[src/img_macros.svh]
`ifndef IMG_MACROS_SVH
`define IMG_MACROS_SVH

// Image geometry, kept small so a frame simulates quickly
`define IMG_W 16
`define IMG_H 12

// UART bit period in clock cycles
`define CLKS_PER_BIT 8

// Edge filter constants
`define BRIGHT_ADD 30
`define TH_HIGH    64
`define TH_LOW     24

// The TX FIFO must hold every filtered byte of one frame
`define TXF_DEPTH 256

`endif

[src/uart_rx.sv]
`timescale 1ns/1ps
`default_nettype none

`include "img_macros.svh"

module uart_rx (
    input  wire logic       clk,
    input  wire logic       reset,
    input  wire logic       i_rx,
    output logic [7:0]      o_byte,
    output logic            o_valid
);

    localparam int CPB   = `CLKS_PER_BIT;
    localparam int CNT_W = $clog2(CPB);

    typedef enum logic [1:0] {
        S_IDLE,
        S_START,
        S_DATA,
        S_STOP
    } state_t;

    state_t           state;
    logic             rx_meta;
    logic             rx_sync;
    logic [CNT_W-1:0] clk_cnt;
    logic [2:0]       bit_idx;
    logic [7:0]       shift_reg;

    // Two-flop synchronizer, idles at the line's mark level
    always_ff @(posedge clk) begin
        if (reset) begin
            rx_meta <= 1'b1;
            rx_sync <= 1'b1;
        end else begin
            rx_meta <= i_rx;
            rx_sync <= rx_meta;
        end
    end

    // ~~~~~~~~~~~~~~~~~~~~~~~~~~~~~~~~~~~~~~~~~~~~~~~~~~~~~~~~~~
    // Bit timing: half a bit to the start centre, then whole bits
    // ~~~~~~~~~~~~~~~~~~~~~~~~~~~~~~~~~~~~~~~~~~~~~~~~~~~~~~~~~~
    always_ff @(posedge clk) begin
        if (reset) begin
            state   <= S_IDLE;
            clk_cnt <= '0;
            bit_idx <= 3'd0;
            o_valid <= 1'b0;
        end else begin
            o_valid <= 1'b0;
            case (state)
                S_IDLE: begin
                    clk_cnt <= '0;
                    if (!rx_sync) state <= S_START;
                end
                S_START: begin
                    if (clk_cnt == CNT_W'(CPB / 2 - 1)) begin
                        clk_cnt <= '0;
                        bit_idx <= 3'd0;
                        // A glitch shorter than half a bit is ignored
                        state   <= rx_sync ? S_IDLE : S_DATA;
                    end else begin
                        clk_cnt <= clk_cnt + 1'b1;
                    end
                end
                S_DATA: begin
                    if (clk_cnt == CNT_W'(CPB - 1)) begin
                        clk_cnt   <= '0;
                        shift_reg <= {rx_sync, shift_reg[7:1]};
                        bit_idx   <= bit_idx + 1'b1;
                        if (bit_idx == 3'd7) state <= S_STOP;
                    end else begin
                        clk_cnt <= clk_cnt + 1'b1;
                    end
                end
                default: begin
                    if (clk_cnt == CNT_W'(CPB - 1)) begin
                        // Framing error drops the byte silently
                        o_valid <= rx_sync;
                        state   <= S_IDLE;
                    end else begin
                        clk_cnt <= clk_cnt + 1'b1;
                    end
                end
            endcase
        end
    end

    assign o_byte = shift_reg;

endmodule

`default_nettype wire

[config.mk]
export PLATFORM = sky130hd
export DESIGN_NAME = uart_rx
export DESIGN_NICKNAME = d
export VERILOG_FILES = /design/src/uart_rx.sv
export VERILOG_INCLUDE_DIRS = /design/src
export SDC_FILE = /design/constraint.sdc
export NUM_CORES = 1
export LEC_CHECK = 0
export BUFFER_PORTS_ARGS = -buffer_cell sky130_fd_sc_hd__buf_2
export CORE_MARGIN = 3
export CORE_UTILIZATION = 47
export CTS_BUF_LIST = sky130_fd_sc_hd__clkbuf_8
export DETAILED_ROUTE_END_ITERATION = 7
export PLACE_DENSITY = 0.66
export SLEW_MARGIN = 20
export SYNTH_ARGS = -nofsm -noshare
export SYNTH_HDL_FRONTEND = slang
export SYNTH_SLANG_ARGS = --single-unit
[constraint.sdc]
create_clock -name clk -period 2.25 [get_ports clk]
set_clock_uncertainty 0.05 [all_clocks]
set_input_delay 0.45 -clock clk [delete_from_list [all_inputs] [get_ports clk]]
set_output_delay 0.45 -clock clk [all_outputs]
set_load 0.005 [all_outputs]
-- Word-level counts from Yosys, hierarchy flattened
Cells that the tools add are included.
- bitwise gates (word level): 2
- equal/unequal tests: 10
- shift operators: 0
- multiply operators: 0
- reduce and logical (&&, ||, !) cells: 7
- muxes and demuxes: 14
- add/sub/neg operators: 2
- $lt $le $gt $ge: 0
- divide/modulo/power cells: 0
- operators with widths (operator ; count):
    $mux W3 ; 5
    $mux W2 ; 6
    $pmux W3 S3 ; 1
    $ne A2 B2 Y1 const B ; 4
    $add A3 B1 Y3 const B ; 2
    $eq A3 B3 Y1 const B ; 2
    $pmux W2 S3 ; 1
    $pmux W3 S2 ; 1
    $reduce_and A3 Y1 ; 2
    $reduce_and A5 Y1 ; 1
    $reduce_or A5 Y1 ; 1
    $ne A4 B1 Y1 const B ; 1
    $eq A3 B2 Y1 const B ; 1
    $reduce_bool A3 Y1 ; 1
    $eq A2 B1 Y1 const B ; 1
    $eq A2 B2 Y1 const B ; 1
    $logic_not A2 Y1 ; 1
    $not A1 Y1 ; 2
    $reduce_bool A2 Y1 ; 1
- latch bits: 0
- word-level logic and storage cells: 42
- flip-flop bits (word level): 19
- bits of input ports: 3
- memories kept: 0
- RAM bits: 0
- output and inout bits: 9
- bits in read-only memories: 0

-- Logic depth before layout (Yosys ltp)
- depth after elaboration: 4
- mapped depth: 7
- depth with buffers taken out: 6

-- Worst setup path after synthesis
OpenSTA, ideal clock, no wires.
- path kind: register to register
- start: register state[0]
- end: register shift_reg[0], in the netlist o_byte[0] (enable)
- required time: 1.815 ns
- stages on the path, launching flop included: 5
- buffers on the path: 1
- setup slack: 0.284 ns
- setup time: 0.385 ns
- arrival time: 1.531 ns
- clock period less this slack: 1.966 ns
- path through: dfxtp_1 > inv_1 > ha_1 > clkbuf_1 > nor3b_1
- cells in the longest elaborated chain, start to end: 2
- RTL lines (element ; line ; text):
    from (decl) ; uart_rx.sv:24 ; state_t state;
    from (signal assigned) ; uart_rx.sv:63 ; state <= rx_sync ? S_IDLE : S_DATA;
    $eq A2 B2 Y1 ; uart_rx.sv:53 ; case (state)
    $reduce_and A3 Y1 (no line) ; - ;
    to (signal assigned) ; uart_rx.sv:71 ; shift_reg <= {rx_sync, shift_reg[7:1]};
    to (decl) ; uart_rx.sv:29 ; logic [7:0] shift_reg;
Every way passes these cells.
A chain may end at the register's enable or synchronous reset.

-- Worst setup path after layout
- start: register state[1]
- end: register state[0]
- cells in the longest elaborated chain, start to end: 3
- elaborated cells on any way between the ends: 10
- classes of those cells: eq/ne (6); mux (1); reduce/logical (3)
- RTL lines (element ; line):
    $eq A2 B2 Y1, or another cell as far along ; uart_rx.sv:53
    $ne A2 B2 Y1 (no line) or $reduce_bool A3 Y1 (tied branches) ; -
    $reduce_and A5 Y1 (no line) ; -
Several ways; a longest one is shown, not always the timed one.

==> metrics.txt <==
Synth Flop Type=dfxtp_1; DP Worst Slack=360.4 ps; Post-synth EDFFs=8; RePlAce Congestion=0.7832; Core Footprint=~1800 µm²; Ys Warns=0; routed wire length per instance=11.78 µm; initial core utilization=~51%; WP data required=2340 ps; mux share of post-synthesis cell area=2.503%; Antenna Diode Count=0; die area=between 2000 and 2500 µm²; Worst EP arrival=1990 ps; Slew HR=around two thirds; Fillers=159; Die Ht=49.75 µm; DR DRC count=0; pin count of the biggest net entering global routing=15; Synth Area in Compound Gates=between 10% and 20%; CP Cell Sequence=inv_1 > ha_1 > nor2_1 > a222oi_1 > o21ai_1 > mux2_1; Async SR Flop Fraction=0%; top-area cell type share of the netlist area=approximately a quarter; synth top area cells=edfxtp_1, dfxtp_1, ha_1; Post-DRT Antenna Nets=0; first-pass GRT wire length=between 2000 and 3000 µm; post-route cell area=1027 µm²; Vias per Instance=~5; H-tree level count=1; Worst VDD drop=just under 0.5 mV; Area Overhead vs Synth=14.19%; post-CTS setup buffer count=0; overall via count from detail_route=631; Post-Synth Simple-Gate Area=between 10% and 20%; number of port buffers=11; syn_nets=a little under 100; Seq cells post-synth=19; CP Max Fanout=13; critical path class=reg2reg; top cell type by total area after synthesis=edfxtp_1; final HPWL from detailed placement=just over 1000 µm; clk slew on worst S/H paths=70 ps; antenna violations before repair=0; vias in the first global route=589; cts bufs inserted=3; CP startpoint kind=flop; largest family of logic cells by synthesized area=simple AND/OR/NAND/NOR gates; fraction of layout cells with a size suffix above 1=between 10% and 20%; Placed Area=slightly below 1000 µm²; Total GRT Usage=13.44%; Min-Delay Path Class=in2reg; final setup violating endpoints=0; CTS tree=built; Adder-Cell Fraction of Synth Area=12.52%; cts repair resizes=0; fin crit period=~1900 ps; cts hold-fix bufs=0; Max Freq=approximately 530 MHz; final slew viol count=0; Top Ports=12; Crit path max-delay family=compound AO/OA/AOI/OAI gates; Critical path buffers and inverters=1; Root Buffer=clkbuf_8; Clk Latency, worst-skew pair=250 ps; max-cap violation count=0; average size of a mapped cell=10.58 µm²; setup_tns=0 ps; R2R Setup Slk=about 360 ps; final worst slack=around 360 ps; synthesized area=~900 µm²; nets=about 110; Initial DRC Count=15; most frequent cells in the layout=dfxtp_1, buf_2, nor2_1, ha_1; RSZ-0062 raised after global routing=no; status=finished clean; Register Area=around 460 µm²; Multi-input gate area=between 400 and 500 µm²; Tightest Pin Transition=between 400 and 500 ps; sequential area share after synthesis=about half; Congestion Overflow GR=0; Power Density=742.6 nW/µm²; Synth Area in XOR/XNOR=0%; LEAKAGE=approximately 0.43 nW; Synth Instances=85; CTS max path bufs=2; clock sinks=19; CP max stage cell=ha_1; Crit. End Element=flop; post-synthesis cell type count=26; First-pass DRT Iterations=6; Tcrit/Tclk final=84.07%; Final Hold Viols=0; CP max stage delay=about 390 ps; row count=15; Post-Route WL=between 1000 and 1500 µm; die width=between 40 and 50 µm
layer usage:
layer | share of wire, % | track usage, % | routed length (µm)
met4 | 1.2 | 6.912 | 17
met5 | 0 | 0 | 0
met1 | 54 | 18.06 | 784
met3 | 2.7 | 3.625 | 39
met2 | 42 | 19.60 | 608
path summary, 6_finish.rpt:
path | from | to | cells after the start
max reg2reg | state[1]$_SDFFE_PP0P_ | state[0]$_SDFFE_PP0P_ | 6
min reg2reg | rx_meta$_SDFF_PP1_ | rx_sync$_SDFF_PP1_ | 1
min | i_rx | rx_meta$_SDFF_PP1_ | 2
max | state[1]$_SDFFE_PP0P_ | state[0]$_SDFFE_PP0P_ | 6
cell type report:
type	instances	share of cell area [%]
Sequential cell	19	44.82
Clock inverter	1	0.4872
Clock buffer	3	4.019
Inverter	6	2.192
Multi-Input combinational cell	57	39.34
Tap cell	25	3.045
Timing Repair Buffer	12	6.090
cells by family after synthesis:
family	count (synthesis)
simple gates	27
compound gates	19
flops	19
buf+inv	9
fa+ha+maj	9
mux	2
synthesized netlist by cell type, drive strengths merged (2+ instances only):
cell type / number
clkbuf: 2
nand2: 4
a21oi: 8
a22o: 2
nor3b: 3
mux2: 2
o311ai: 2
dfxtp: 11
ha: 9
nor2: 9
inv: 6
edfxtp: 8
or2: 2
a21o: 2
nor3: 3
nand2b: 3
state kept, by name (all words and copies together), names as in the netlist:
register	cells
rx_meta	1
rx_sync	1
state	2
bit_idx	3
o_byte	8
clk_cnt	3
o_valid	1
power breakdown:
group	total, mW	internal (mW)	switching (mW)
logic	0.148	0.0655	0.0821
registers	0.383	0.370	0.0130
clock network	0.232	0.123	0.109
total	0.763	0.558	0.204
metrics by stage:
stage	instances	power, mW	utilization, %	hold WS [ps]
final	123	0.7628	58.23	330.2
after global placement	119	0.5326	55.60	345.4
after floorplan	85	0.5120	-	339.5
after global routing	123	0.8096	58.23	324.3
after detailed placement	119	0.5362	55.60	347.2
after CTS	123	0.7708	58.23	323.2
Note: power is estimated with default switching activity, not from simulation.
