[src/img_macros.svh]
`ifndef IMG_MACROS_SVH
`define IMG_MACROS_SVH

// Image geometry, kept small so a frame simulates quickly
`define IMG_W 16
`define IMG_H 12

// UART bit period in clock cycles
`define CLKS_PER_BIT 8

// Edge filter constants
`define BRIGHT_ADD 30
`define TH_HIGH    64
`define TH_LOW     24

// The TX FIFO must hold every filtered byte of one frame
`define TXF_DEPTH 256

`endif

[src/img_pkg.sv]
`default_nettype none

`include "img_macros.svh"

package img_pkg;

    // Frame buffer address, wide enough for every pixel of a frame
    typedef logic [$clog2(`IMG_W * `IMG_H)-1:0] pix_addr_t;

    typedef struct packed {
        logic [7:0] r;
        logic [7:0] g;
        logic [7:0] b;
    } rgb_t;

    typedef struct packed {
        logic de;
        logic sol;
        rgb_t rgb;
    } pix_stream_t;

    typedef struct packed {
        logic      we;
        pix_addr_t addr;
        rgb_t      data;
    } wr_req_t;

endpackage

`default_nettype wire

[src/img_reader.sv]
`timescale 1ns/1ps
`default_nettype none

`include "img_macros.svh"

module img_reader
    import img_pkg::*;
(
    input  wire logic clk,
    input  wire logic reset,
    input  wire logic i_start,
    input  wire rgb_t i_rdata,
    output pix_addr_t o_raddr,
    output pix_stream_t o_pix
);

    localparam int COL_W = $clog2(`IMG_W);
    localparam int ROW_W = $clog2(`IMG_H);

    logic             reading;
    logic [COL_W-1:0] col;
    logic [ROW_W-1:0] row;
    logic             col_last;
    logic             last_pix;
    logic             de_d1;
    logic             sol_d1;
    logic             pix_de;
    logic             pix_sol;
    rgb_t             pix_rgb;

    assign col_last = (col == COL_W'(`IMG_W - 1));
    assign last_pix = col_last && (row == ROW_W'(`IMG_H - 1));
    assign o_raddr  = pix_addr_t'(row * `IMG_W + col);

    always_ff @(posedge clk) begin
        if (reset) begin
            reading <= 1'b0;
            col     <= '0;
            row     <= '0;
        end else if (i_start) begin
            reading <= 1'b1;
            col     <= '0;
            row     <= '0;
        end else if (reading) begin
            if (last_pix) reading <= 1'b0;
            if (col_last) begin
                col <= '0;
                row <= (row == ROW_W'(`IMG_H - 1)) ? '0 : row + 1'b1;
            end else begin
                col <= col + 1'b1;
            end
        end
    end

    // Flags wait out the RAM read, then everything is registered together
    always_ff @(posedge clk) begin
        if (reset) begin
            de_d1   <= 1'b0;
            sol_d1  <= 1'b0;
            pix_de  <= 1'b0;
            pix_sol <= 1'b0;
        end else begin
            de_d1   <= reading;
            sol_d1  <= reading && (col == '0);
            pix_de  <= de_d1;
            pix_sol <= sol_d1;
        end
    end

    always_ff @(posedge clk) begin
        pix_rgb <= i_rdata;
    end

    assign o_pix = '{de: pix_de, sol: pix_sol, rgb: pix_rgb};

    a_no_restart: assert property (@(posedge clk) disable iff (reset)
        i_start |-> !reading)
        else $error("img_reader: new frame started while still reading");

endmodule

`default_nettype wire

[config.mk]
export PLATFORM = sky130hd
export DESIGN_NAME = img_reader
export DESIGN_NICKNAME = d
export VERILOG_FILES = /design/src/img_pkg.sv /design/src/img_reader.sv
export VERILOG_INCLUDE_DIRS = /design/src
export SDC_FILE = /design/constraint.sdc
export NUM_CORES = 1
export LEC_CHECK = 0
export BUFFER_PORTS_ARGS = -buffer_cell sky130_fd_sc_hd__buf_2
export CORE_MARGIN = 2
export CORE_UTILIZATION = 40
export CTS_BUF_LIST = sky130_fd_sc_hd__clkbuf_4
export DETAILED_ROUTE_END_ITERATION = 10
export PLACE_DENSITY = 0.75
export SETUP_SLACK_MARGIN = 0.05
export SYNTH_ARGS = -nofsm -noshare
export SYNTH_HDL_FRONTEND = slang
export SYNTH_SLANG_ARGS = --single-unit
[constraint.sdc]
create_clock -name clk -period 1.6 [get_ports clk]
set_input_delay 0.24 -clock clk [delete_from_list [all_inputs] [get_ports clk]]
set_output_delay 0.24 -clock clk [all_outputs]
set_load 0.01 [all_outputs]
# --- After elaboration in Yosys (flattened, before gate mapping) ---
# Cells that the tools add are included.
totals:
  in_bits: 27
  output_inout_bits: 34
  wordCells: 25
  reg_bits: 37
op_classes:
  n_addsub: 3
  n_reduce_logical: 5
  eq_ne: 2
  n_mux: 5
ops:
  columns: ["operator", "count"]
  rows:
  - ["4-bit by 1-bit adder with 4-bit output (second input constant)", 2]
  - ["8-bit by 4-bit adder with 8-bit output", 1]
  - ["4-bit equality test (second input constant)", 2]
  - ["4-bit 2-to-1 mux", 2]
  - ["4-bit zero test", 1]
  - ["1-bit 2-to-1 mux", 3]
  - ["1-bit logical AND", 2]
  - ["2-bit AND reduction", 1]
  - ["2-bit OR reduction", 1]

# --- Longest topological paths before layout ---
logic_depth:
  word_depth: 5
  depth_mapped: 4
  ltp_nobuf: 4

# --- Worst setup path after synthesis ---
# Ideal clock, no wire load.
synth_path:
  path_kind: "reg-to-reg"
  from: "reg col[0]"
  to: "reg row[2]"
  setup_ns: 0.070
  period_less_slack_ns: 1.431
  required_ns: 1.530
  t_arrival_ns: 1.361
  slack_ns: 0.169
  path_stages_with_launch: 5
  cell_sequence: "dfxtp_1 ha_1 nand4_4 or4_1 a21boi_1"
synth_between:
  elab_chain_len: 2
synth_rtl:
  columns: ["item", "line_no", "source"]
  rows:
  - ["start: declaration", "img_reader.sv:21", "logic [COL_W-1:0] col;"]
  - ["start signal: assignment", "img_reader.sv:50", "col <= col + 1'b1;"]
  - ["4-bit equality test", "img_reader.sv:31", "assign col_last = (col == COL_W'(`IMG_W - 1));"]
  - ["2-bit AND reduction (no source line)", null, null]
  - ["end signal: assignment", "img_reader.sv:48", "row <= (row == ROW_W'(`IMG_H - 1)) ? '0 : row + 1'b1;"]
  - ["end: declaration", "img_reader.sv:22", "logic [ROW_W-1:0] row;"]
# Every way passes these cells.
# A chain may end at the register's enable or synchronous reset.

# --- Final worst setup path ---
layout_path:
  from: "reg col[1]"
  to: "reg row[2]"
# The elaborated chain is that of the path after synthesis.

==> results.yml <==
routing:
  drc: 0
  routedWlPerCell_um: 11.53
  dr_total_vias: 888
  drt-total-wl_mm: 2.341
  dr.pass1.iters: 3
  drt_iter0_drc: 12
  viasPerCell: 4.374
  ant_nets: 0
global_routing:
  grt.total_usage: 0.1655
  antenna_found_initial: 0
  overflow: 0
  grt_start_max_net_pins: 13
  first_global_vias: 799
  grt_pass1_wl_mm: 3.339
sta:
  fin_skew_ns: 0.007243
  min_period_ns: 1.401
  rsz0062_at_grt: "no"
  drv_slew: 0
  setup_tns_ns: 0
  finalSetupViolations: 0
  tightest_slew_ns: 0.3283
  relSlewSlack: 0.7793
  fmax_ghz: 0.7140
  hold_violations: 0
  timing.hold.ws_ns: 0.1249
  period_share: 0.8753
yosys:
  synth-xor-area-share: 0.03386
  seq_area_frac_synth: 0.7158
  netlist_area_mm2: 0.001035
  ys_ff_latch: 37
  syn-num-nets: 112
  yosys_warnings: 0
  synth_mux_area_frac: 0.01935
  syn_area_per_cell_um2: 12.62
  synth_adder_area_share: 0.03628
  synthCells: 82
  synth_top_area_share: 0.7158
  synth_top_family_by_area: "simple AND/OR/NAND/NOR gates"
  synth_cell_types: 23
  synth_top_area_cell: "dfxtp_1"
  synthSimpleGateAreaFrac: 0.1185
  synth_top_cells_by_area: "dfxtp_1 (72%), ha_1 (3.6%), xor2_1 (2.5%), nor2_1 (2.2%), nand4_4 (2.1%)"
  synth_compound_area_frac: 0.03869
pwr:
  p_per_area_mw_per_mm2: 1039
  p_leak_nw: 0.8139
  sw_frac_of_total: 0.2145
  clkPwrFrac: 0.356
  p_comb_frac: 0.091
  ir_worst_vdd_mv: 0.7579
  power.switching_w: 0.0003767
  p_int_w: 0.001380
  p_seq_frac: 0.553
setup_path:
  crit_slowest_cell: "or4_1"
  critPathArrivalTime_ns: 1.67
  cp_max_fo: 7
  critPathTopFamily: "simple AND/OR/NAND/NOR gates"
  start_kind: "flop"
  cp_cell_sequence: "ha_2, nand4_4, or4_1, a21boi_1"
  critical_path_buf_inv_count: 0
  slowest_delay_ns: 0.43
  required_ns: 1.87
  endpoint_kind: "flop"
  criticalPathCategory: "reg2reg"
clock_network:
  cts_num_sinks: 37
  post_cts_buffers: 0
  cts_tree: "built"
  cts.clk_slew.worst_paths_ns: 0.11
  cts_buffers: 5
  htree_levels: 2
  clkLatencyLatePin_ns: 0.34
  cts-root-buf: "clkbuf_4"
  clockBufferDepth: 2
die:
  rows: 18
  die_area_mm2: 0.003010
  io-pin-count: 61
  core_mm2: 0.002455
  dieHeight_um: 54.86
  start_util: 0.4215
  die_w_um: 54.86
place:
  gp_congestion: 0.7776
  hpwlAfterDp_mm: 1.570
  port_buffers: 60
min_path:
  hp-class: "in2reg"
cells_and_area:
  final_core_util: 0.6886
  area_growth_pct: 63.36
  drive_above_1_share: 0.4162
  diodes: 0
  layout.nets: 202
status:
  status: "finished, final reports clean"
job:
  max-cap-violations: 0
## cell usage in the layout, fill, tap and decap left out, drive strengths merged
master       instances
nand2                3
dlygate4sd3         24
bufinv               1
clkinv               1
or4                  1
nor2                 6
and3                 1
inv                  5
nor3                 3
clkinvlp             1
nor2b                2
ha                   3
buf                 62
nand4b               1
a21oi                2
o21ai                3
nand4                2
mux2i                2
dfxtp               37
clkbuf               5
xor2                 3
o31ai                1
xnor2                1
or3                  1
nand3                1
a21boi               1
## path summary, 6_finish.rpt
path              cells after the start      to     from  slack, ns
hold / removal                        2  col[1]  i_start       0.12
setup reg to reg                      4  row[2]   col[1]       0.20
setup / recovery                      4  row[2]   col[1]       0.20
hold reg to reg                       1  pix_de    de_d1       0.45
## synthesized netlist by cell type
library cell and n:
a21boi_1 1, a21oi_1 2, and3_1 1, buf_2 1
buf_4 2, dfxtp_1 37, ha_1 3, inv_1 5
mux2i_1 2, nand2_1 3, nand3_1 1, nand4_1 1
nand4_4 1, nand4b_1 1, nor2_1 6, nor2b_1 2
nor3_1 3, o21ai_0 3, o31ai_1 1, or3_1 1
or4_1 1, xnor2_1 1, xor2_1 3
## worst reg2reg max path, cell delays in order (launching register included)
cell	delay, ns
dfxtp_2	0.38
ha_2	0.22
nand4_4	0.15
or4_1	0.43
a21boi_1	0.15
## cell type report
class / instances / area (um^2)
timing repair buffer: 86 / 555.5
sequential: 37 / 742.0
tap: 30 / 37.54
clock inverter: 3 / 41.29
multi-input combinational: 37 / 257.7
clock buffer: 5 / 37.54
fill: 167 / 764.5
inverter: 5 / 18.77
## stage by stage
step	setup WS [ns]	cell area (um^2)	power [W]	cells
after floorplan	0.1694	1035	0.001034	82
after global placement	0.2219	1368	0.001101	171
after detailed placement	0.1490	1368	0.001105	171
after CTS	0.1177	1687	0.001773	203
after global routing	0.09116	1690	0.001847	203
final	0.1995	1690	0.001756	203
## power groups by stage
stage	Combinational [W]	Clock, W	Sequential [W]
6_report	0.000160	0.000626	0.000971
3_5_place_dp	0.000113	0	0.000992
3_3_place_gp	0.000110	0	0.000991
2_1_floorplan	0.0000228	0	0.00101
5_1_grt	0.000175	0.000695	0.000977
4_1_cts	0.000158	0.000644	0.000971
## per-layer routing
layer  wire, um  global-route usage  vias to the layer above
met3        152             0.07923                        3
met1        930              0.1888                      409
met2       1243              0.2619                       28
li1           -                   -                      448
met5          0                   0                        -
met4         14             0.07083                        0
## kinds of logic (layout without fill, tap and decap cells)
kind of cell / Yosys count / after routing
muxes: 2 / 2
and+or+nand+nor: 21 / 21
DFF: 37 / 37
adders and majority gates: 3 / 3
buffers and inverters: 8 / 99
AOI/OAI and AO/OA: 7 / 7
xor gates and xnor gates: 4 / 4
## sequential cells by signal, indices dropped and copies added (netlist names)
register,cells
o_pix,24
col,4
row,4
de_d1,1
pix_de,1
pix_sol,1
reading,1
sol_d1,1
## timing repair
| item | CTS | global route |
|---|---|---|
| hold buffers | 24 | 0 |
| resized for setup | 0 | 2 |
| hold endpoints to repair | 24 | 0 |
| endpoints found under the setup margin | 0 | 1 |
No activity file was read; power rests on OpenSTA's default activity.
