## src/img_macros.svh

```systemverilog
`ifndef IMG_MACROS_SVH
`define IMG_MACROS_SVH

// Image geometry, kept small so a frame simulates quickly
`define IMG_W 16
`define IMG_H 12

// UART bit period in clock cycles
`define CLKS_PER_BIT 8

// Edge filter constants
`define BRIGHT_ADD 30
`define TH_HIGH    64
`define TH_LOW     24

// The TX FIFO must hold every filtered byte of one frame
`define TXF_DEPTH 256

`endif

```

## src/img_pkg.sv

```systemverilog
`default_nettype none

`include "img_macros.svh"

package img_pkg;

    // Frame buffer address, wide enough for every pixel of a frame
    typedef logic [$clog2(`IMG_W * `IMG_H)-1:0] pix_addr_t;

    typedef struct packed {
        logic [7:0] r;
        logic [7:0] g;
        logic [7:0] b;
    } rgb_t;

    typedef struct packed {
        logic de;
        logic sol;
        rgb_t rgb;
    } pix_stream_t;

    typedef struct packed {
        logic      we;
        pix_addr_t addr;
        rgb_t      data;
    } wr_req_t;

endpackage

`default_nettype wire

```

## src/pixel_assembler.sv

```systemverilog
`timescale 1ns/1ps
`default_nettype none

`include "img_macros.svh"

module pixel_assembler
    import img_pkg::*;
(
    input  wire logic       clk,
    input  wire logic       reset,
    input  wire logic [7:0] i_byte,
    input  wire logic       i_valid,
    output wr_req_t         o_wr,
    output logic            o_frame_done
);

    localparam int NUM_PIX = `IMG_W * `IMG_H;

    logic [1:0] phase;
    logic [7:0] r_hold;
    logic [7:0] g_hold;
    pix_addr_t  addr_cnt;
    logic       last_byte;
    logic       wr_we;
    pix_addr_t  wr_addr;
    rgb_t       wr_data;

    // Bytes arrive as R, G, B
    assign last_byte = i_valid && (phase == 2'd2);

    always_ff @(posedge clk) begin
        if (reset) begin
            phase        <= 2'd0;
            addr_cnt     <= '0;
            wr_we        <= 1'b0;
            o_frame_done <= 1'b0;
        end else begin
            wr_we        <= last_byte;
            o_frame_done <= last_byte && (addr_cnt == pix_addr_t'(NUM_PIX - 1));
            if (i_valid) phase <= last_byte ? 2'd0 : phase + 2'd1;
            if (last_byte) begin
                addr_cnt <= (addr_cnt == pix_addr_t'(NUM_PIX - 1)) ? '0 : addr_cnt + 1'b1;
            end
        end
    end

    always_ff @(posedge clk) begin
        if (i_valid && phase == 2'd0) r_hold <= i_byte;
        if (i_valid && phase == 2'd1) g_hold <= i_byte;
        if (last_byte) begin
            wr_addr <= addr_cnt;
            wr_data <= '{r: r_hold, g: g_hold, b: i_byte};
        end
    end

    assign o_wr = '{we: wr_we, addr: wr_addr, data: wr_data};

    a_addr_in_frame: assert property (@(posedge clk) disable iff (reset)
        addr_cnt < NUM_PIX)
        else $error("pixel_assembler: write address ran past the frame");

endmodule

`default_nettype wire

```

## config.mk

```make
export PLATFORM = sky130hd
export DESIGN_NAME = pixel_assembler
export DESIGN_NICKNAME = d
export VERILOG_FILES = /design/src/img_pkg.sv /design/src/pixel_assembler.sv
export VERILOG_INCLUDE_DIRS = /design/src
export SDC_FILE = /design/constraint.sdc
export NUM_CORES = 1
export LEC_CHECK = 0
export BUFFER_PORTS_ARGS = -buffer_cell sky130_fd_sc_hd__buf_2
export CORE_MARGIN = 5
export CORE_UTILIZATION = 56
export CTS_CLUSTER_DIAMETER = 80
export DETAILED_ROUTE_END_ITERATION = 16
export GPL_ROUTABILITY_DRIVEN = 0
export PLACE_DENSITY_LB_ADDON = 0.1
export SETUP_SLACK_MARGIN = 0.1
export SYNTH_ARGS = -nofsm -noshare
export SYNTH_HDL_FRONTEND = slang
export SYNTH_SLANG_ARGS = --single-unit
```

## constraint.sdc

```tcl
create_clock -name clk -period 3.3 [get_ports clk]
set_input_delay 0.165 -clock clk [delete_from_list [all_inputs] [get_ports clk]]
set_output_delay 0.165 -clock clk [all_outputs]
set_load 0.02 [all_outputs]
```

* Word level (Yosys, flattened, before mapping) *
Index checks and enable logic that the tools add are counted.

cells by class
  add/subtract/negate cells = 2
  eq/ne operators = 3
  multiplexer cells = 2
  reduce and logical (&&, ||, !) cells = 5

operators by type and width
  cell                   number
  $add A8 B1 Y8 const B  1
  $eq A8 B8 Y1 const B   1
  $mux W8                1
  $logic_and A1 B1 Y1    4
  $add A2 B1 Y2 const B  1
  $eq A2 B1 Y1 const B   1
  $eq A2 B2 Y1 const B   1
  $logic_not A2 Y1       1
  $mux W2                1

word-level totals
  register bits after elaboration = 60
  logic and storage cells = 22

* Longest topological paths before layout *
  depth in word-level cells = 3
  depth in mapped cells = 4
  depth with buffers taken out = 4

* Worst setup path after synthesis *
OpenSTA, ideal clock, no wires.

  kind = flip-flop to flip-flop
  start = reg phase[0]
  end = reg addr_cnt[0]
  arrival = 1610 ps
  data required time = 3181 ps
  setup slack = 1572 ps
  cell stages (with the launch flop) = 5
  path buffers = 0
  clock period less this slack = 1728 ps
  cell sequence = dfxtp_1 -> nand3b_1 -> inv_1 -> a41o_1 -> nor2_1

on the way
  cells in the longest elaborated chain, start to end = 2

RTL lines
  element                   RTL line               text
  start: declaration        pixel_assembler.sv:19  logic [1:0] phase;
  start signal: assignment  pixel_assembler.sv:40  if (i_valid) phase <= last_byte ? 2'd0 : phase + 2'd1;
  $eq A2 B2 Y1              pixel_assembler.sv:29  assign last_byte = i_valid && (phase == 2'd2);
  $logic_and A1 B1 Y1       pixel_assembler.sv:29
  named net last_byte       pixel_assembler.sv:23  logic last_byte;
  end signal: assignment    pixel_assembler.sv:42  addr_cnt <= (addr_cnt == pix_addr_t'(NUM_PIX - 1)) ? '0 : addr_cnt + 1'b1;
  end: declaration          pixel_assembler.sv:22  pix_addr_t addr_cnt;

The timed path passes the listed nets, and every way through them passes these cells.
A chain may end at the register's enable or synchronous reset.

* Final worst setup path *
  start = reg phase[0]
  end = reg wr_data, in the netlist o_wr[1] (enable)

on the way
  cells in the longest elaborated chain, start to end = 2

RTL lines
  element                 RTL line               text
  $eq A2 B2 Y1            pixel_assembler.sv:29
  $logic_and A1 B1 Y1     pixel_assembler.sv:29
  named net last_byte     pixel_assembler.sv:23
  end signal: assignment  pixel_assembler.sv:52  wr_data <= '{r: r_hold, g: g_hold, b: i_byte};
  end: declaration        pixel_assembler.sv:26  rgb_t wr_data;

The timed path passes the listed nets, and every way through them passes these cells.

==> flow_metrics.py <==
metrics = {
    "logic_synthesis": {
        "ys_seq_area_frac": 0.846,
        "synth_cell_types": 26,
        "synth_seq_cells": 60,
        "syn_area_um2": 1990,
        "synth-edff-count": 48,
        "synth_area_leaders": "edfxtp_1 (72%), dfxtp_1 (12%), a21oi_1 (2.0%), nor2_1 (1.1%), o31ai_1 (1.1%)",
        "syn_nets": 124,
        "synth_top_flop_cell": "edfxtp_1",
        "yosys.area.top_type": "edfxtp_1",
        "syn_area_per_cell_um2": 17.8,
        "synthCells": 112,
        "yosys_warnings": 0,
        "synthArstFlopShare": 0,
        "yosys.area.top_type_share": 0.725,
    },
    "pwr": {
        "p_seq_frac": 0.664,
        "pwr-share-clk": 0.298,
        "ir_worst_vdd_v": 0.000336,
        "p_per_area_nw_per_um2": 520,
        "p_sw_mw": 0.266,
        "total_leakage_power_nw": 0.873,
        "total_power_mw": 1.27,
        "swShare": 0.210,
        "p_int_mw": 1.00,
        "combinationalPowerShare": 0.038,
    },
    "detailed_routing": {
        "wirelength_um": 3360,
        "first_pass_iters": 4,
        "drc": 0,
        "vias_per_cell": 4.98,
        "wl_per_cell_um": 15.0,
        "ant_nets": 0,
        "drt_iter0_drc": 67,
        "num_vias": 1116,
    },
    "clock_tree": {
        "cts-resized-gates": 0,
        "tritoncts": "done",
        "htreeDepth": 3,
        "cts_buffer_depth": 2,
        "clkLatencyLatePin_ns": 0.37,
        "clk_pin_slew_ns": 0.09,
        "cts_setup_buffers": 0,
        "cts_hold_buffers": 8,
        "numCtsBuffers": 9,
        "cts-root-buf": "clkbuf_4",
        "cts_sinks": 60,
    },
    "sta": {
        "worst_pin_slew_ns": 0.802,
        "timing.fmax_ghz": 0.492,
        "fin_crit_sh": 0.616,
        "fin_crit_ns": 2.03,
        "drv_slew": 0,
        "finClkSkew_ns": 0.00801,
        "relSlewSlack": 0.463,
        "worst_slack_ns": 1.27,
        "final-setup-viol-count": 0,
        "setup-tns-final_ns": 0,
        "holdWs_ns": 0.0587,
        "hold_violations": 0,
        "rsz0062_at_grt": "false",
    },
    "final_layout": {
        "mostFrequentLayoutCell": "edfxtp_1",
        "nets": 185,
        "layout.cells.non_filler": 224,
        "fin_area_um2": 2440,
        "post-route-util": 0.719,
        "syn_to_final_growth_pct": 22.6,
        "nFillCells": 218,
        "drive_gt1_frac": 0.331,
        "most-common-layout-cells": "edfxtp_1 (48), buf_2 (44), dfxtp_1 (12)",
        "regArea_um2": 1680,
        "antenna_cells": 0,
        "multi_input_area_um2": 284,
    },
    "setup_path": {
        "required_ns": 3.36,
        "r2r_cells": 3,
        "critPathKind": "reg2reg",
        "worst-path-max-fanout": 20,
        "crit_buf_inv": 2,
        "crit_end": "o_wr[1]",
        "arrival_ns": 2.09,
        "crit_slowest_cell": "inv_1",
        "crit_chain": "nand3b_1, inv_1, buf_4",
        "r2r_slack_ns": 1.27,
        "cpLargestDelayFamily": "buffers and inverters",
        "rr_endpoint": "o_wr[1]",
        "cp.depth": 3,
        "end_kind": "register",
        "max_stage_delay_ns": 0.61,
        "critical_path.startpoint": "phase[0]",
        "timing.rr.start": "phase[0]",
        "cp-start-kind": "register",
    },
    "floorplan": {
        "fp.dieArea_um2": 4840,
        "die_y_um": 69.6,
        "die_width_um": 69.6,
        "rows": 21,
        "ios": 45,
        "initial_utilization": 0.587,
        "floorplan.core_area_um2": 3390,
    },
    "worst_hold_path": {
        "whs_path_depth": 2,
        "hp-class": "in2reg",
    },
    "placed_design": {
        "dpl.hpwl_um": 2170,
        "place_ws_ns": 1.28,
        "io_buffers": 44,
        "place_area_um2": 2260,
        "dp.cells": 200,
    },
    "status": {
        "outcome": "completed",
    },
    "global_routing": {
        "track_usage": 0.145,
        "grt_max_degree": 21,
        "grt-ovfl-total": 0,
        "antenna_found_initial": 0,
        "grt_pass1_vias": 1084,
        "grt_pass1_wl_um": 5310,
    },
    "flow_run": {
        "cap_violations": 0,
    },
}
worst register-to-register path: stages (launching register included):
cell and delay (ns):
dfxtp_1 0.36, nand3b_1 0.37, inv_1 0.61, buf_4 0.38
cell families (layout without fill, tap and decap cells):
family	after synthesis	after routing	share of synthesized area
adders and majority gates	1	1	0.00629
AOI/OAI and AO/OA	15	15	0.0441
buffers and inverters	6	72	0.0138
xor gates and xnor gates	1	1	0.00441
and+or+nand+nor	28	28	0.0799
DFF	60	60	0.846
muxes	1	1	0.00566
cells in the mapped netlist, drive strengths merged (2+ instances only):
cell type	instances
edfxtp	48
dfxtp	12
a21oi	8
nor2	6
nand3	5
nand2	4
buf	3
inv	3
o21ai	3
o31ai	3
or3	3
nor3b	2
or4	2
worst min path at each step:
stage                     startpoint           to  slack [ns]
after floorplan            i_byte[0]    g_hold[0]        0.26
after global placement     i_byte[5]    g_hold[5]        0.36
after detailed placement   i_byte[6]      o_wr[6]        0.37
after CTS                      reset  addr_cnt[1]        0.03
after global routing           reset  addr_cnt[1]        0.06
final                          reset  addr_cnt[1]        0.06
cell type report:
class                      instances  share of cell area
timing repair buffer              53               0.126
clock inverter                     4             0.00667
sequential                        60               0.690
inverter                           3             0.00462
multi-input combinational         46               0.117
clock buffer                      12              0.0323
tap                               46              0.0236
per-layer routing:
layer	global-route usage	wire length [µm]	vias to the layer above
met2	0.214	1560	51
li1	-	-	552
met5	0	0	-
met3	0.0623	274	4
met1	0.177	1480	509
met4	0.0846	41	0
sequential cells by signal, indices dropped and copies added, names as in the netlist:
| name | cells |
|---|---|
| phase | 2 |
| addr_cnt | 8 |
| r_hold | 8 |
| g_hold | 8 |
| o_frame_done | 1 |
| wr_addr | 8 |
| o_wr | 24 |
| wr_we | 1 |
power by group through the flow:
stage                     Clock [mW]  Sequential (mW)  Combinational [mW]
after floorplan                    0            0.865              0.0147
after global placement             0            0.858              0.0405
after detailed placement           0            0.859              0.0419
after CTS                      0.388            0.842              0.0492
after global routing           0.421            0.843              0.0533
final                          0.377            0.842              0.0485
No activity file was read; power rests on OpenSTA's default activity.
