`src/img_macros.svh`:
```
`ifndef IMG_MACROS_SVH
`define IMG_MACROS_SVH

// Image geometry, kept small so a frame simulates quickly
`define IMG_W 16
`define IMG_H 12

// UART bit period in clock cycles
`define CLKS_PER_BIT 8

// Edge filter constants
`define BRIGHT_ADD 30
`define TH_HIGH    64
`define TH_LOW     24

// The TX FIFO must hold every filtered byte of one frame
`define TXF_DEPTH 256

`endif

```
`src/uart_tx.sv`:
```
`timescale 1ns/1ps
`default_nettype none

`include "img_macros.svh"

module uart_tx (
    input  wire logic       clk,
    input  wire logic       reset,
    input  wire logic [7:0] i_data,
    input  wire logic       i_valid,
    output logic            o_tx
);

    localparam int DEPTH  = `TXF_DEPTH;
    localparam int PTR_W  = $clog2(DEPTH);
    localparam int CNT_W  = $clog2(DEPTH + 1);
    localparam int BAUD_W = $clog2(`CLKS_PER_BIT);

    logic [7:0]        fifo_mem [DEPTH];
    logic [PTR_W-1:0]  wr_ptr;
    logic [PTR_W-1:0]  rd_ptr;
    logic [CNT_W-1:0]  count;
    logic              pop;
    logic              busy;
    logic [9:0]        shift;
    logic [BAUD_W-1:0] baud_cnt;
    logic [3:0]        bit_cnt;
    logic              bit_end;
    logic              frame_end;

    assign bit_end   = busy && (baud_cnt == BAUD_W'(`CLKS_PER_BIT - 1));
    assign frame_end = bit_end && (bit_cnt == 4'd9);
    // Reload on the last stop-bit cycle so bytes leave back to back
    assign pop       = (!busy || frame_end) && (count != '0);

    always_ff @(posedge clk) begin
        if (i_valid) fifo_mem[wr_ptr] <= i_data;
    end

    always_ff @(posedge clk) begin
        if (reset) begin
            wr_ptr <= '0;
            rd_ptr <= '0;
            count  <= '0;
        end else begin
            if (i_valid) wr_ptr <= (wr_ptr == PTR_W'(DEPTH - 1)) ? '0 : wr_ptr + 1'b1;
            if (pop) rd_ptr <= (rd_ptr == PTR_W'(DEPTH - 1)) ? '0 : rd_ptr + 1'b1;
            case ({i_valid, pop})
                2'b10:   count <= count + 1'b1;
                2'b01:   count <= count - 1'b1;
                default: count <= count;
            endcase
        end
    end

    // Frame is stop, data LSB first, start; bit 0 drives the line
    always_ff @(posedge clk) begin
        if (reset) begin
            busy     <= 1'b0;
            shift    <= '1;
            baud_cnt <= '0;
            bit_cnt  <= 4'd0;
        end else if (pop) begin
            busy     <= 1'b1;
            shift    <= {1'b1, fifo_mem[rd_ptr], 1'b0};
            baud_cnt <= '0;
            bit_cnt  <= 4'd0;
        end else if (frame_end) begin
            busy <= 1'b0;
        end else if (bit_end) begin
            baud_cnt <= '0;
            bit_cnt  <= bit_cnt + 1'b1;
            shift    <= {1'b1, shift[9:1]};
        end else if (busy) begin
            baud_cnt <= baud_cnt + 1'b1;
        end
    end

    assign o_tx = shift[0];

    a_no_overflow: assert property (@(posedge clk) disable iff (reset)
        i_valid |-> (count < CNT_W'(DEPTH)))
        else $error("uart_tx: byte pushed into a full FIFO");

endmodule

`default_nettype wire

```
`config.mk`:
```
export PLATFORM = sky130hd
export DESIGN_NAME = uart_tx
export DESIGN_NICKNAME = d
export VERILOG_FILES = /design/src/uart_tx.sv
export VERILOG_INCLUDE_DIRS = /design/src
export SDC_FILE = /design/constraint.sdc
export NUM_CORES = 2
export LEC_CHECK = 0
export ABC_CLOCK_PERIOD_IN_PS = 4300
export BUFFER_PORTS_ARGS = -buffer_cell sky130_fd_sc_hd__buf_2
export CAP_MARGIN = 20
export CELL_PAD_IN_SITES_DETAIL_PLACEMENT = 0
export CELL_PAD_IN_SITES_GLOBAL_PLACEMENT = 1
export CORE_MARGIN = 1
export CORE_UTILIZATION = 25
export DETAILED_ROUTE_END_ITERATION = 10
export GPL_TIMING_DRIVEN = 0
export PLACE_DENSITY = 0.48
export SLEW_MARGIN = 30
export SYNTH_ARGS = -nofsm -noshare
export SYNTH_HDL_FRONTEND = slang
export SYNTH_SLANG_ARGS = --single-unit
```
`constraint.sdc`:
```
create_clock -name clk -period 4.3 [get_ports clk]
set_clock_uncertainty 0.2 [all_clocks]
set_input_delay 0.215 -clock clk [delete_from_list [all_inputs] [get_ports clk]]
set_output_delay 0.215 -clock clk [all_outputs]
set_load 0.01 [all_outputs]
```
Yosys cells after proc, flatten, opt, wreduce, memory -nomap -nowiden
Memories as Yosys holds them, arrays and structs flattened. A register that Yosys moved wholly into a read port is not among the register bits.
Cells that the tools add are included.
{"block": "totals", "ramBits": 2048, "reg_bits": 42, "n_memories": 1, "input_bits": 11, "out_inout_bits": 1}
{"block": "classes", "n_addsub": 6, "bitwise": 1, "n_eq_ne": 7, "reduce_logical": 14, "n_mux": 14}
{"memory": "fifo_mem", "depth": 256, "word_bits": 8, "rd": 1, "rd_clocked_by_memory_dff": 1, "write_ports": 1, "line": "uart_tx.sv:19", "text": "logic [7:0] fifo_mem [DEPTH];"}
{"operator": "2-to-1 mux 8 bit", "count": 4}
{"operator": "2-to-1 mux 9 bit", "count": 3}
{"operator": "case mux 9 bit (2 select lines)", "count": 1}
{"operator": "adder 8 x 1 -> 8 bit, second input constant", "count": 2}
{"operator": "equality test 8 bit, second input constant", "count": 2}
{"operator": "adder 9 x 1 -> 9 bit, second input constant", "count": 1}
{"operator": "nonzero test 9 bit", "count": 1}
{"operator": "subtractor 9 x 1 -> 9 bit, second input constant", "count": 1}
{"operator": "nonzero test 2 bit", "count": 4}
{"operator": "2-to-1 mux 3 bit", "count": 2}
{"operator": "AND reduction 2 bit", "count": 3}
{"operator": "adder 4 x 1 -> 4 bit, second input constant", "count": 1}
{"operator": "equality test 4 bit, second input constant", "count": 1}
{"operator": "2-to-1 mux 1 bit", "count": 4}
{"operator": "adder 3 x 1 -> 3 bit, second input constant", "count": 1}
{"operator": "equality test 3 bit, second input constant", "count": 1}
{"operator": "logical AND 1 bit", "count": 3}
{"operator": "equality test 2 x 1 -> 1 bit, second input constant", "count": 1}
{"operator": "equality test 2 bit, second input constant", "count": 1}
{"operator": "!= test 2 bit, second input constant", "count": 1}
{"operator": "OR reduction 2 bit", "count": 1}
{"operator": "logical NOT 1 bit", "count": 1}
{"operator": "logical OR 1 bit", "count": 1}
{"operator": "NOT 1 bit", "count": 1}

Depth between registers and ports, before layout
{"block": "logic_depth", "ltp_word": 7, "ltp_mapped": 18, "ltp_nobuf": 16}

Least setup slack after synthesis
No wires, ideal clock.
{"block": "synth_timing", "kind": "reg-to-reg", "from": "reg baud_cnt[0]", "to": "reg count[6]", "path_stages_with_launch": 19, "setup_ns": 0.138, "t_arrival_ns": 3.805, "path_buffers": 2, "synth_period_minus_slack_ns": 4.143, "setup_slack_ns": 0.157, "path_cell_list": "dfxtp_1 -> ha_1 -> ha_1 -> inv_1 -> o21ai_0 -> nand2_1 -> clkinv_1 -> ha_1 -> clkbuf_1 -> clkbuf_1 -> xor2_1 -> ha_1 -> a21oi_1 -> o21ai_1 -> a221oi_1 -> nand3b_1 -> a21oi_1 -> mux2_2 -> o221ai_1"}
{"block": "synth_via", "elab_chain_len": 7, "word_cells_on_any_way": 9}
{"element": "start: declaration", "line": "uart_tx.sv:26", "text": "logic [BAUD_W-1:0] baud_cnt;"}
{"element": "start signal: assignment", "line": "uart_tx.sv:75", "text": "baud_cnt <= baud_cnt + 1'b1;"}
{"element": "equality test 3 bit (*)", "line": "uart_tx.sv:31", "text": "assign bit_end = busy && (baud_cnt == BAUD_W'(`CLKS_PER_BIT - 1));"}
{"element": "logical AND 1 bit (*)", "line": "uart_tx.sv:31"}
{"element": "logical AND 1 bit (*)", "line": "uart_tx.sv:32", "text": "assign frame_end = bit_end && (bit_cnt == 4'd9);"}
{"element": "logical OR 1 bit (*)", "line": "uart_tx.sv:34", "text": "assign pop = (!busy || frame_end) && (count != '0);"}
{"element": "logical AND 1 bit (*)", "line": "uart_tx.sv:34"}
{"element": "named net pop", "line": "uart_tx.sv:23", "text": "logic pop;"}
{"element": "equality test 2 x 1 -> 1 bit / equality test 2 bit (equally long branches)", "line": "uart_tx.sv:48", "text": "case ({i_valid, pop})"}
{"element": "case mux 9 bit (2 select lines) / nonzero test 2 bit (equally long branches)"}
{"element": "end signal: assignment", "line": "uart_tx.sv:49", "text": "2'b10: count <= count + 1'b1;"}
{"element": "end signal: assignment", "line": "uart_tx.sv:50", "text": "2'b01: count <= count - 1'b1;"}
{"element": "end signal: assignment", "line": "uart_tx.sv:51", "text": "default: count <= count;"}
{"element": "end: declaration", "line": "uart_tx.sv:22", "text": "logic [CNT_W-1:0] count;"}
Mark *: on every way through the listed nets, which the timed path passes. The rest lies on a longest branch.
A chain may end at the register's enable or synchronous reset.

==> run summary <==
The run finished, with violations left. The final reports fail on setup timing. Setup violations remaining at the end of the flow were counted as 6. In this run the critical register-to-register path is captured at shift[4].

The critical path runs through a total of 9 cells. The synthesis-to-layout area growth was 18.2%; the pin count of the biggest net entering global routing was 105. Once the floorplan was initialized, standard cells occupied 25.2% of the core. During I/O placement, the number of pins put on the boundary was 12. Routability-driven placement finished with a final weighted congestion of 0.916. Among all cell types in the netlist, the one instantiated most often is sky130_fd_sc_hd__edfxtp_1. The run gives 4.87 ns as the required time reported for the critical path endpoint. On the critical path the largest part of the delay comes from buffers and inverters. The setup total negative slack was -0.424 ns. By area the synthesized netlist is led by sky130_fd_sc_hd__edfxtp_1, sky130_fd_sc_hd__mux4_2, sky130_fd_sc_hd__mux2i_1. The first-pass GRT wire length was 438000 µm. Of all nets on the critical path, the largest fanout is 10. Number of nets in the finished design: 4582. Setup repair after global routing left no endpoint under its margin. The worst setup path is captured at a register.

For this run, the leading register cell type out of synthesis is sky130_fd_sc_hd__edfxtp_1. For this run, the slowest stage of the critical path takes 0.62 ns. The total of buffers placed on input and output ports came out at 10. In this run the most critical hold path is launched from i_data[1]. Cell count of the worst hold path: 2. The y dimension of the die works out to 577 µm.

The worst setup path category was reg -> reg. The distinct cell type count of the synthesized netlist was 67. The number of endpoints with negative hold slack in the final report was 0. The final period utilization is 103%, and the initial antenna violation count is 32.

Data on the critical path arrives at its endpoint at 4.99 ns. Global routing consumed, over all layers together, 19.8% of the routing resources. The multiplexer share of the synthesized area is 14.4%, and the ratio of total power to cell area is 559 mW/mm². In this run the tightest slew margin relative to its limit is 27.1%.

Sequential element share of the synthesized area: 75.6%. By instance count, the cell type seen most on the critical path is sky130_fd_sc_hd__buf_2. The die covers 0.333 mm². TritonCTS built the clock tree. The combinational family with the most area after synthesis was multiplexers. The H-tree was split into 4 levels. Via count of the first global-routing pass: 44500. The logs give 32000 for the number of inserted filler cells in the final layout and 0.0827 mm² for the total standard cell area after synthesis. The tree is rooted in a sky130_fd_sc_hd__clkbuf_16. The run gives 337000 µm as the final wirelength. The final route contains 46200 vias. After detailed routing, the number of remaining DRC violations is 0.

In this run the deepest clock path goes through 4 buffers. The tools report the count of final max-slew check failures as 0. The logs give 0 for the post-route antenna net violation count and 0 for the post-CTS setup-driven buffer insertion count.

At the later pin of the worst-skew pair, clock insertion delay measures 0.91 ns. The flip-flop and latch count after synthesis works out to 2098. The run gives 9 as the first-pass iteration count of the detailed router.

The synthesized instance count was 4241. The actual slew at the worst max-slew pin came out at 1.09 ns. The number of placed instances, taps included, is 8659. The placed instances occupy a cell area of 0.0901 mm². Counting cells, the worst reg-to-reg path comes to 9.

The run gives 0 as the remaining global-route overflow. Sorting the synthesized cells by how often they occur yields sky130_fd_sc_hd__edfxtp_1, sky130_fd_sc_hd__mux4_2, sky130_fd_sc_hd__nor2_1. The finished layout holds 9088 standard cells, fillers aside.

Each instance of the synthesized netlist takes up on average 19.5 µm². VDD sags by at most 0.355 mV. The first routing iteration left 6340 violations. Counting flops with a built-in enable in the synthesized netlist gives 2048. Final worst setup slack: -0.120 ns. For flop-to-flop paths, the worst setup slack is -0.12 ns.

The shortest period the worst path allows works out to 4.42 ns. The width of the die was 577 µm. After clock tree synthesis, the clock-pin slew on the worst setup and hold paths is 0.06 ns. The final cell area excluding filler cells is 0.0977 mm². Worst min-delay path category: in -> reg. The tree built by TritonCTS fans out to 2098 sinks. When the netlist entered floorplanning its net count stood at 4264. Leading area contributor after synthesis: sky130_fd_sc_hd__edfxtp_1. The Yosys step of the flow raised 0 warnings. The post-synthesis compound-gate area fraction works out to 4.00%. Summed over all cells, the static leakage comes to 29.2 nW.

Maximum operating frequency: 226 MHz. The total area inside the core boundary comes to 0.328 mm². The total clock buffers created by CTS is 235, and the area share of the largest cell type after synthesis is 74.4%. After detailed routing, the average wire length per cell comes to 37.1 µm. The adder-cell share of the synthesized area is 0.182%. Traced cell by cell, the critical path runs through buf_2, buf_2, clkbuf_2, nand2_1, o22ai_1, or3_1, a31oi_1, o211ai_1, nand4_1. The number of buffer and inverter stages on the critical path is 3. Once detailed placement completed, the half-perimeter wirelength came to 234000 µm. The floorplan has 210 rows. Counting flops with an async set or reset pin after synthesis yields a share of 0%. The synthesized netlist devotes 0.212% of its cell area to XOR and XNOR gates. The slowest stage cell on the critical path was sky130_fd_sc_hd__clkbuf_2. Dividing the detail-routed via count by the number of cells gives 5.08. STA classifies the critical path startpoint as a register. Of the total synthesized cell area, the portion taken by AND, OR, NAND and NOR gates is 3.45%. Across the run, the number of max-cap violations was 0.

The path with the worst hold slack has its endpoint at fifo_mem[106][1]. The layout cell share with drive strength beyond 1 was 23.7%.
[cell usage in the layout (no fill, tap or decap), drive strengths merged, types with 22 or more instances in the layout]
cell type	netlist	layout
mux4	385	385
buf	149	219
a21oi	88	88
nor2	324	324
clkbuf	120	409
o221ai	130	130
nand2	108	108
o21ai	69	69
mux2i	320	320
o22ai	83	83
edfxtp	2048	2048
nand3	51	51
clkinv	1	94
inv	14	22
dfxtp	50	50
nor3	51	51
[cells by family (layout without fill, tap and decap cells)]
group                      after synthesis  count (layout)
muxes                                  709             709
other                                    0               7
AOI/OAI and AO/OA                      474             474
DFF                                   2098            2098
xor gates and xnor gates                20              20
buffers and inverters                  284             778
and+or+nand+nor                        644             644
adders and majority gates               12              12
[area by class of cell]
type	count	area, µm²	share of cell area, %
clock inverter	125	1050	1.08
sequential	2098	62500	64.0
antenna	7	17.5	0.0179
tap	4346	5440	5.56
inverter	15	58.8	0.0602
multi-input combinational	1859	18800	19.3
timing repair buffer	82	1790	1.83
buffer	268	1930	1.98
clock buffer	288	6100	6.24
[routing by layer]
| layer | vias up | wire length [µm] | global-route usage, % |
|---|---|---|---|
| met3 | 484 | 25900 | 3.75 |
| met4 | 10 | 14700 | 7.81 |
| met1 | 25200 | 144000 | 27.3 |
| met2 | 2260 | 153000 | 30.8 |
| li1 | 18200 | - | - |
| met5 | - | 78 | 0 |
[worst reg2reg max path: stages, from the launching register on]
cell and delay (ns):
sky130_fd_sc_hd__dfxtp_1 0.45, sky130_fd_sc_hd__buf_2 0.37, sky130_fd_sc_hd__buf_2 0.54, sky130_fd_sc_hd__clkbuf_2 0.64, sky130_fd_sc_hd__nand2_1 0.47, sky130_fd_sc_hd__o22ai_1 0.37, sky130_fd_sc_hd__or3_1 0.37, sky130_fd_sc_hd__a31oi_1 0.33
sky130_fd_sc_hd__o211ai_1 0.41, sky130_fd_sc_hd__nand4_1 0.13
[how the worst max path moves through the flow]
stage,end
2_1_floorplan,count[6]
3_3_place_gp,shift[8]
3_5_place_dp,count[6]
4_1_cts,shift[4]
5_1_grt,shift[4]
6_report,shift[4]
[flip-flops by register name (all words and copies together), names as in the netlist, named ones only]
name,cells
shift,9
wr_ptr,8
count,9
bit_cnt,4
baud_cnt,3
fifo_mem,2048
busy,1
rd_ptr,8
[where the power goes]
group	leakage, nW	internal (mW)	switching, mW
clock network	3.48	10.9	8.41
registers	18.8	22.5	0.0773
logic	6.95	4.30	8.38
[stage by stage]
stage                     power, mW  worst slack, ns  hold WS [ns]  util (%)
after floorplan                29.1            0.157         0.114         -
after global placement         35.4            -1.91         0.263      26.9
after detailed placement       35.6            -1.30         0.267      27.5
after CTS                      54.8          0.00280        0.0162      29.7
after global routing           55.7          0.00443        0.0658      29.8
final                          54.6           -0.120        0.0578      29.8
[repair_timing]
| item | in CTS | in global routing |
|---|---|---|
| gates resized for setup | 63 | 16 |
| pin swaps | 0 | 1 |
| endpoints found under the setup margin | 14 | 8 |
| endpoints found under the hold margin | 1493 | 0 |
| hold buffers | 10 | 0 |
(Power assumes the default switching activity.)
